===== config.mk =====
export PLATFORM = sky130hd
export DESIGN_NAME = icache_invctl
export DESIGN_NICKNAME = d
export VERILOG_FILES = /design/src/invctl_pkg.sv /design/src/cpx_inv_decode.sv /design/src/ld_index_table.sv /design/src/icv_write_ctl.sv /design/src/icache_invctl.sv
export SDC_FILE = /design/constraint.sdc
export NUM_CORES = 1
export LEC_CHECK = 0
export ABC_AREA = 1
export ABC_CLOCK_PERIOD_IN_PS = 1700
export BUFFER_PORTS_ARGS = -buffer_cell sky130_fd_sc_hd__buf_4
export CORE_MARGIN = 2
export CORE_UTILIZATION = 40
export DETAILED_ROUTE_END_ITERATION = 12
export GPL_TIMING_DRIVEN = 0
export PLACE_DENSITY = 0.8
export REMOVE_ABC_BUFFERS = 1
export SLEW_MARGIN = 20
export SYNTH_ARGS = -nofsm -noshare
export SYNTH_HDL_FRONTEND = slang
export SYNTH_SLANG_ARGS = --single-unit

===== constraint.sdc =====
create_clock -name rclk -period 1.7 [get_ports rclk]
set_clock_uncertainty 0.15 [all_clocks]
set_input_delay 0.085 -clock rclk [delete_from_list [all_inputs] [get_ports rclk]]
set_output_delay 0.085 -clock rclk [all_outputs]
set_load 0.03 [all_outputs]

===== src/invctl_pkg.sv =====
package invctl_pkg;

   // ----------------------------------------------------------------------
   // widths
   // ----------------------------------------------------------------------

   // return packet from the crossbar
   localparam int cpx_width   = 128;

   // icache index runs from bit 11 down to bit 5
   localparam int ic_idx_hi   = 11;
   localparam int ic_idx_sz   = 7;

   localparam int num_threads = 4;
   localparam int num_ways    = 4;
   localparam int way_w       = 2;

   // valid array is split into four 32B quadrants
   // quadrant = {index bit 6, index bit 5}
   localparam int num_quads   = 4;

   // ----------------------------------------------------------------------
   // packet header fields
   // ----------------------------------------------------------------------

   localparam int cpx_vld        = 127;
   // request type
   localparam int cpx_req_hi     = 126;
   localparam int cpx_req_lo     = 123;
   // load return carries the hit way of the icache copy
   localparam int cpx_wyvld      = 122;
   localparam int cpx_wy_hi      = 121;
   localparam int cpx_wy_lo      = 120;
   // thread of the request
   localparam int cpx_thr_hi     = 119;
   localparam int cpx_thr_lo     = 118;
   // invalidate all ways of the line
   localparam int cpx_iinv       = 117;
   // picks the 32B half for invalidate-all
   localparam int cpx_invpa5     = 116;
   // invalidate index, address bits 11 to 6
   localparam int cpx_inv_idx_hi = 115;
   localparam int cpx_inv_idx_lo = 110;

   // ----------------------------------------------------------------------
   // per-core invalidate vectors
   // ----------------------------------------------------------------------

   // word 0 and word 1 vectors
   localparam int inv_w0_base     = 0;
   localparam int inv_w1_base     = 56;
   // each pair of cores owns 8 bits
   localparam int inv_core_stride = 8;
   localparam int inv_num_pairs   = 4;
   // odd core sits in the upper nibble
   localparam int inv_odd_ofs     = 4;
   // inside one core's nibble
   // bit 0 unused, bit 1 valid, bits 3:2 way
   localparam int inv_vld_ofs     = 1;
   localparam int inv_way_ofs     = 2;

   // ----------------------------------------------------------------------
   // request types
   // ----------------------------------------------------------------------

   typedef enum logic [3:0] {
      req_load    = 4'b0000,
      req_ifill   = 4'b0001,
      req_evict   = 4'b0011,
      req_store   = 4'b0100,
      req_strmack = 4'b0110
   } cpx_req_e;

endpackage


===== src/cpx_inv_decode.sv =====
`timescale 1ns/10ps

module cpx_inv_decode import invctl_pkg::*; #(
   parameter int unsigned core_id = 0
) (
   input  logic [cpx_width-1:0] cpx_pkt,
   output logic                 is_ld,
   output logic                 is_ifill,
   output logic                 is_inv_pkt,
   output logic                 ld_inv,
   output logic                 inv_all,
   output logic [way_w-1:0]     ld_way,
   output logic [1:0]           pkt_thr,
   output logic                 inv_pa5,
   output logic [ic_idx_hi:6]   inv_addr,
   output logic                 word0_inv,
   output logic                 word1_inv,
   output logic [way_w-1:0]     word0_way,
   output logic [way_w-1:0]     word1_way
);

   cpx_req_e   req_type;
   logic       pkt_vld;
   logic       is_st;
   logic       is_strm;
   logic       is_ev;
   logic [2:0] cpu_id;
   logic [1:0] core_pair;
   logic       core_odd;

   // pull {valid, way} for this core out of one invalidate vector
   function automatic logic [way_w:0] core_slot(
      input logic [cpx_width-1:0] pkt,
      input int                   base,
      input logic [1:0]           pair,
      input logic                 odd
   );
      logic [way_w:0] even_slot;
      logic [way_w:0] odd_slot;
      int             pos;
      even_slot = '0;
      odd_slot  = '0;
      // 4:1 over the core pairs
      for (int p = 0; p < inv_num_pairs; p++) begin
         pos = base + p * inv_core_stride;
         if (pair == 2'(p)) begin
            even_slot = {pkt[pos + inv_vld_ofs], pkt[pos + inv_way_ofs +: way_w]};
            odd_slot  = {pkt[pos + inv_odd_ofs + inv_vld_ofs],
                         pkt[pos + inv_odd_ofs + inv_way_ofs +: way_w]};
         end
      end
      // then 2:1 between even and odd core of the pair
      return odd ? odd_slot : even_slot;
   endfunction

   // ----------------------------------------------------------------------
   // packet type
   // ----------------------------------------------------------------------

   assign pkt_vld  = cpx_pkt[cpx_vld];
   assign req_type = cpx_req_e'(cpx_pkt[cpx_req_hi:cpx_req_lo]);

   assign is_ld    = pkt_vld & (req_type == req_load);
   assign is_ifill = pkt_vld & (req_type == req_ifill);
   assign is_st    = pkt_vld & (req_type == req_store);
   assign is_strm  = pkt_vld & (req_type == req_strmack);
   assign is_ev    = pkt_vld & (req_type == req_evict);

   // store acks, stream acks and evicts all carry invalidate vectors
   assign is_inv_pkt = is_st | is_strm | is_ev;

   // invalidate-all only for store and evict
   // ifq_adv qualification happens downstream
   assign inv_all = (is_st | is_ev) & cpx_pkt[cpx_iinv];

   // load that hit a line also held in the icache
   assign ld_inv  = is_ld & cpx_pkt[cpx_wyvld];
   assign ld_way  = cpx_pkt[cpx_wy_hi:cpx_wy_lo];
   assign pkt_thr = cpx_pkt[cpx_thr_hi:cpx_thr_lo];

   // invalidate address
   assign inv_pa5  = cpx_pkt[cpx_invpa5];
   assign inv_addr = cpx_pkt[cpx_inv_idx_hi:cpx_inv_idx_lo];

   // ----------------------------------------------------------------------
   // this core's slice of the invalidate vectors
   // ----------------------------------------------------------------------

   // core number split into pair and even/odd
   assign cpu_id    = 3'(core_id);
   assign core_pair = cpu_id[2:1];
   assign core_odd  = cpu_id[0];

   assign {word0_inv, word0_way} = core_slot(cpx_pkt, inv_w0_base, core_pair, core_odd);
   assign {word1_inv, word1_way} = core_slot(cpx_pkt, inv_w1_base, core_pair, core_odd);

endmodule


===== src/ld_index_table.sv =====
`timescale 1ns/10ps

module ld_index_table import invctl_pkg::*; (
   input  logic                 rclk,
   input  logic                 reset,
   input  logic                 ld_pcx_vld,
   input  logic [1:0]           ld_pcx_tid,
   input  logic [ic_idx_hi:5]   ld_icache_index,
   input  logic [1:0]           pkt_thr,
   output logic [ic_idx_hi:5]   ld_inv_index
);

   // one icache index per thread, from its outstanding load
   logic [ic_idx_hi:5]     ld_index [num_threads];
   logic [num_threads-1:0] ld_sel;

   // decoded write select of the strobed thread
   always_comb begin
      ld_sel = '0;
      if (ld_pcx_vld) begin
         ld_sel[ld_pcx_tid] = 1'b1;
      end
   end

   // capture the index when the load goes out
   always_ff @(posedge rclk) begin
      if (reset) begin
         for (int t = 0; t < num_threads; t++) begin
            ld_index[t] <= '0;
         end
      end else begin
         for (int t = 0; t < num_threads; t++) begin
            if (ld_sel[t]) begin
               ld_index[t] <= ld_icache_index;
            end
         end
      end
   end

   // read back by the thread of the returning packet
   assign ld_inv_index = ld_index[pkt_thr];

endmodule


===== src/icv_write_ctl.sv =====
`timescale 1ns/10ps

module icv_write_ctl import invctl_pkg::*; (
   input  logic                           rclk,
   input  logic                           reset,
   input  logic                           ifq_adv,
   input  logic [way_w-1:0]               wrway,
   input  logic [ic_idx_hi:5]             fill_index,
   input  logic                           is_ld,
   input  logic                           is_ifill,
   input  logic                           is_inv_pkt,
   input  logic                           ld_inv,
   input  logic                           inv_all,
   input  logic [way_w-1:0]               ld_way,
   input  logic                           inv_pa5,
   input  logic [ic_idx_hi:6]             inv_addr,
   input  logic                           word0_inv,
   input  logic                           word1_inv,
   input  logic [way_w-1:0]               word0_way,
   input  logic [way_w-1:0]               word1_way,
   input  logic [ic_idx_hi:5]             ld_inv_index,
   output logic [num_quads*num_ways-1:0]  icv_wren,
   output logic [ic_idx_hi:5]             icv_wrindex,
   output logic [num_ways-1:0]            ict_dec_wrway,
   output logic                           invreq,
   output logic                           inv_pending
);

   logic                 pick_wr;
   logic                 inv_hit0;
   logic                 inv_hit1;
   logic                 inv_all_adv;
   logic                 invalidate_new;
   logic [way_w-1:0]     w0_way;
   logic [way_w-1:0]     w1_way;
   logic [way_w-1:0]     w0_way_q;
   logic [way_w-1:0]     w1_way_q;
   logic [num_ways-1:0]  w0_dec_way;
   logic [num_ways-1:0]  w1_dec_way;
   logic [num_quads-1:0] wd_en_new;
   logic [num_quads-1:0] wd_en;
   logic [num_quads-1:0] wd_en_q;
   logic                 inv_q;

   // 2 to 4 way decode
   function automatic logic [num_ways-1:0] dec_way(input logic [way_w-1:0] way);
      logic [num_ways-1:0] onehot;
      onehot      = '0;
      onehot[way] = 1'b1;
      return onehot;
   endfunction

   // ----------------------------------------------------------------------
   // way selection
   // ----------------------------------------------------------------------

   // tag array always gets the fill way
   assign ict_dec_wrway = dec_way(wrway);

   assign pick_wr = is_ifill & ifq_adv;

   // fill, else held way on stall, else load way, else vector way
   assign w0_way = pick_wr  ? wrway    :
                   ~ifq_adv ? w0_way_q :
                   ld_inv   ? ld_way   :
                              word0_way;
   assign w1_way = pick_wr  ? wrway    :
                   ~ifq_adv ? w1_way_q :
                   ld_inv   ? ld_way   :
                              word1_way;

   assign w0_dec_way = dec_way(w0_way);
   assign w1_dec_way = dec_way(w1_way);

   // ----------------------------------------------------------------------
   // word enables per 32B quadrant
   // ----------------------------------------------------------------------

   assign inv_hit0 = is_inv_pkt & word0_inv;
   assign inv_hit1 = is_inv_pkt & word1_inv;

   // even quadrants belong to word 0, odd ones to word 1
   // invalidates hit the half picked by addr bit 6
   always_comb begin : wd_en_calc
      logic [1:0] quad;
      for (int q = 0; q < num_quads; q++) begin
         quad         = 2'(q);
         wd_en_new[q] = ((quad[0] ? inv_hit1 : inv_hit0) & (inv_addr[6] == quad[1])) |
                        (ld_inv & (ld_inv_index[6:5] == quad)) |
                        (is_ifill & (fill_index[6:5] == quad));
      end
   end

   // hold last enables while the queue is stalled
   assign wd_en = ifq_adv ? wd_en_new : wd_en_q;

   // ----------------------------------------------------------------------
   // valid-bit write enables
   // ----------------------------------------------------------------------

   // no invalidate-all while stalled
   assign inv_all_adv = inv_all & ifq_adv;

   // all four ways of the quadrant at {addr6, pa5}
   always_comb begin : wren_calc
      logic [1:0] quad;
      for (int q = 0; q < num_quads; q++) begin
         quad                         = 2'(q);
         icv_wren[q*num_ways +: num_ways] =
            ((quad[0] ? w1_dec_way : w0_dec_way) & {num_ways{wd_en[q]}}) |
            {num_ways{inv_all_adv & (inv_pa5 == quad[0]) & (inv_addr[6] == quad[1])}};
      end
   end

   // ----------------------------------------------------------------------
   // invalidate request
   // ----------------------------------------------------------------------

   assign invalidate_new = (is_inv_pkt & (word0_inv | word1_inv)) | inv_all | ld_inv;

   assign invreq      = ifq_adv ? invalidate_new : inv_q;
   // pending follows the packet even during a stall
   assign inv_pending = invalidate_new;

   // ----------------------------------------------------------------------
   // held state
   // ----------------------------------------------------------------------

   always_ff @(posedge rclk) begin
      if (reset) begin
         w0_way_q <= '0;
         w1_way_q <= '0;
         wd_en_q  <= '0;
         inv_q    <= 1'b0;
      end else if (ifq_adv) begin
         w0_way_q <= w0_way;
         w1_way_q <= w1_way;
         wd_en_q  <= wd_en_new;
         inv_q    <= invalidate_new;
      end
   end

   // ----------------------------------------------------------------------
   // write index
   // ----------------------------------------------------------------------

   // fill index for fills and stalls
   // invalidates cover both 32B halves so bit 5 is zero
   always_comb begin
      if (is_ifill | ~ifq_adv) begin
         icv_wrindex = fill_index;
      end else if (is_ld) begin
         icv_wrindex = ld_inv_index;
      end else begin
         icv_wrindex = {inv_addr, 1'b0};
      end
   end

endmodule


===== src/icache_invctl.sv =====
`timescale 1ns/10ps

module icache_invctl import invctl_pkg::*; #(
   parameter int unsigned core_id = 0
) (
   input  logic                           rclk,
   input  logic                           reset,
   input  logic [cpx_width-1:0]           cpx_pkt,
   input  logic [way_w-1:0]               wrway,
   input  logic                           ifq_adv,
   input  logic [ic_idx_hi:5]             fill_index,
   input  logic                           ld_pcx_vld,
   input  logic [1:0]                     ld_pcx_tid,
   input  logic [ic_idx_hi:5]             ld_icache_index,
   output logic [num_quads*num_ways-1:0]  icv_wren,
   output logic [ic_idx_hi:5]             icv_wrindex,
   output logic [num_ways-1:0]            ict_dec_wrway,
   output logic                           invreq,
   output logic                           inv_pending
);

   // decoded packet
   logic               is_ld;
   logic               is_ifill;
   logic               is_inv_pkt;
   logic               ld_inv;
   logic               inv_all;
   logic [way_w-1:0]   ld_way;
   logic [1:0]         pkt_thr;
   logic               inv_pa5;
   logic [ic_idx_hi:6] inv_addr;
   // this core's invalidate words
   logic               word0_inv;
   logic               word1_inv;
   logic [way_w-1:0]   word0_way;
   logic [way_w-1:0]   word1_way;
   // index of the load that caused the invalidate
   logic [ic_idx_hi:5] ld_inv_index;

   cpx_inv_decode #(
      .core_id (core_id)
   ) u_cpx_inv_decode (
      .cpx_pkt    (cpx_pkt),
      .is_ld      (is_ld),
      .is_ifill   (is_ifill),
      .is_inv_pkt (is_inv_pkt),
      .ld_inv     (ld_inv),
      .inv_all    (inv_all),
      .ld_way     (ld_way),
      .pkt_thr    (pkt_thr),
      .inv_pa5    (inv_pa5),
      .inv_addr   (inv_addr),
      .word0_inv  (word0_inv),
      .word1_inv  (word1_inv),
      .word0_way  (word0_way),
      .word1_way  (word1_way)
   );

   ld_index_table u_ld_index_table (
      .rclk            (rclk),
      .reset           (reset),
      .ld_pcx_vld      (ld_pcx_vld),
      .ld_pcx_tid      (ld_pcx_tid),
      .ld_icache_index (ld_icache_index),
      .pkt_thr         (pkt_thr),
      .ld_inv_index    (ld_inv_index)
   );

   icv_write_ctl u_icv_write_ctl (
      .rclk          (rclk),
      .reset         (reset),
      .ifq_adv       (ifq_adv),
      .wrway         (wrway),
      .fill_index    (fill_index),
      .is_ld         (is_ld),
      .is_ifill      (is_ifill),
      .is_inv_pkt    (is_inv_pkt),
      .ld_inv        (ld_inv),
      .inv_all       (inv_all),
      .ld_way        (ld_way),
      .inv_pa5       (inv_pa5),
      .inv_addr      (inv_addr),
      .word0_inv     (word0_inv),
      .word1_inv     (word1_inv),
      .word0_way     (word0_way),
      .word1_way     (word1_way),
      .ld_inv_index  (ld_inv_index),
      .icv_wren      (icv_wren),
      .icv_wrindex   (icv_wrindex),
      .ict_dec_wrway (ict_dec_wrway),
      .invreq        (invreq),
      .inv_pending   (inv_pending)
   );

endmodule


==> out/qor.csv <==
metric,value,unit
final_nets,575,
whs,0.01418,ns
setup_viol,17,
crit_buf_inv,2,
drive_above_1_share,36.38,%
n_antenna_cell,0,
status,"complete, but fails checks",
cp_top_family,simple AND/OR/NAND/NOR gates,
synth.avg_cell_area,7.084,um^2
grt_usage,21.63,%
p_per_area,707.7,nW/um^2
routed_wl,7.052,mm
hp-class,in2reg,
first_iter_violations,143,
ys_ff_latch,37,
cp_slowest_cell,edfxtp_1,
ios,179,
max_freq,545.3,MHz
required,1.46,ns
vdd_drop_max,0.0005438,V
ys_warn_count,0,
relSlewSlack,73.57,%
cp_max_fo,3,
clk_latency,0.29,ns
worst_pin_slew,0.3955,ns
period_minus_slack,1.834,ns
fin_ws,-0.1340,ns
die_h,80.91,um
path_cells,nand2_2 > nand3_2 > nand2_2 > nand3_1 > nand3_2 > nand2_4 > buf_4 > o21ai_2 > buf_6,
synthCells,334,
cts_buffer_depth,2,
num_vias,2538,
rows,28,
cp-end-kind,output pin,
grt_pass1_vias,2344,
detailed_place_hpwl,5.215,mm
wl_per_cell,14.08,um
overflow,0,
syn2layout_area_growth,45.53,%
clk_pin_slew,0.07,ns
placeableCoreArea,5816,um^2
power_leakage,1.659,nW
startpoint_type,flop,
final_util,59.21,%
total_power,2.437,mW
clock-root-buffer,clkbuf_8,
violations,negative setup slack,
cts_made_buffers,5,
worst-setup-path-type,reg2out,
htreeDepth,2,
pre_cts_slack,-0.1875,ns
initial_utilization,40.68,%
slew_viol_final,0,
grt_pass1_wl,10.77,mm
die_x,80.91,um
dieArea,6546,um^2
worstPathArrival,1.60,ns
cts_num_sinks,37,
drtPass1Iterations,4,
cts_tree,built,
num-fill-cells,555,
drc,0,
seq_area_frac_synth,43.15,%
maxCapViolations,0,
final_hold_viol_count,0,
fin_crit_sh,107.9,%
yosysUniqueCellTypes,25,
synth_area,2366,um^2
slowest_delay,0.41,ns
grt_max_degree,17,
antenna_found_initial,0,
ant_nets,0,
routed_via_density,5.066,
rsz0062_at_grt,true,
globalplace.congestion,0.8651,
io_buffers,74,
-- cell usage after synthesis, drive strengths merged --
master  instances  area [um^2]
nand4           8        50.05
o22ai           5        31.28
dfxtp           9        180.2
a21oi          17        92.59
nor2           71        299.0
nor3            1        5.000
inv            34        130.1
nand2          95        381.6
buf             6        42.54
edfxtp         28        840.8
o21ai          20        100.1
or2             2        12.51
clkinv          2        7.510
nand3          34        185.2
clkbuf          2        7.510
-- worst register-to-register path: cells and delay by family, from the launching register on --
kind | cells | cell delay (ns)
DFF | 1 | 0.37
and+or+nand+nor | 7 | 0.63
buffers and inverters | 2 | 0.25
-- flip-flops by register name (all words and copies together) (netlist names) --
register and flops:
u_icv_write_ctl.w1_way_q 2, u_icv_write_ctl.inv_q 1, u_icv_write_ctl.wd_en_q 4, u_icv_write_ctl.w0_way_q 2, u_ld_index_table.ld_index 28
-- kinds of logic after synthesis --
group | Yosys count | synth area share (%)
AOI/OAI and AO/OA | 42 | 9.466
and+or+nand+nor | 211 | 39.45
DFF | 37 | 43.15
buffers and inverters | 44 | 7.933
-- final timing paths --
path	cells past startpoint	slack, ns	from	to
max reg2reg	9	0.24	u_ld_index_table.ld_index[2][1]$_SDFFCE_PN0P_	u_icv_write_ctl.wd_en_q[1]$_SDFF_PP0_
max	9	-0.13	u_ld_index_table.ld_index[0][0]$_SDFFCE_PN0P_	icv_wren[11]
min	5	0.01	cpx_pkt[58]	u_icv_write_ctl.w1_way_q[0]$_SDFFE_PP0P_
min reg2reg	2	0.34	u_icv_write_ctl.inv_q$_SDFF_PP0_	u_icv_write_ctl.inv_q$_SDFF_PP0_
-- cells in the final DEF (no fill, tap or decap), drive strengths merged --
| cell type | n |
|---|---|
| a21oi | 17 |
| buf | 83 |
| bufinv | 1 |
| clkbuf | 5 |
| clkinv | 3 |
| clkinvlp | 2 |
| dfxtp | 9 |
| dlygate4sd3 | 9 |
| edfxtp | 28 |
| inv | 33 |
| nand2 | 95 |
| nand3 | 34 |
| nand4 | 8 |
| nor2 | 71 |
| nor3 | 1 |
| o21ai | 20 |
| o22ai | 5 |
| or2 | 2 |
-- what timing repair did --
item | CTS | global route
hold endpoints to repair | 25 | 0
setup buffers | 6 | 3
setup endpoints to repair | 16 | 18
cloned | 0 | 0
hold buffers | 9 | 0
pin swaps | 10 | 16
resized for setup | 26 | 40
-- layout make-up --
cell class / count / area, um^2 / share of cell area [%]
Inverter: 36 / 145.1 / 4.215
Multi-Input combinational cell: 253 / 1292 / 37.54
Tap cell: 75 / 93.84 / 2.725
Timing Repair Buffer: 92 / 780.7 / 22.67
Clock buffer: 5 / 68.82 / 1.999
Clock inverter: 3 / 41.29 / 1.199
Sequential cell: 37 / 1021 / 29.65
-- through the flow --
| step | std cells | setup TNS [ns] | instance area [um^2] |
|---|---|---|---|
| floorplan | 326 | 0 | 2316 |
| global placement | 475 | -1.816 | 2965 |
| detailed placement | 475 | -2.437 | 2965 |
| CTS | 498 | -1.392 | 3288 |
| global route | 501 | -3.497 | 3443 |
| finish | 501 | -1.573 | 3443 |
-- layer usage --
layer / vias up / wire (um) / GRT usage [%] / share of wire (%)
li1: 1271 / - / - / -
met1: 1140 / 2629 / 25.49 / 37
met2: 112 / 3705 / 39.17 / 53
met3: 15 / 582 / 4.222 / 8.3
met4: 0 / 136 / 7.288 / 1.9
met5: - / 0 / 0 / 0
-- where the power goes --
part	internal [mW]	switching [mW]
combinational	0.251	0.374
clock	0.432	0.329
sequential	1.03	0.0182
total	1.72	0.721
Note: power is estimated with default switching activity, not from simulation.
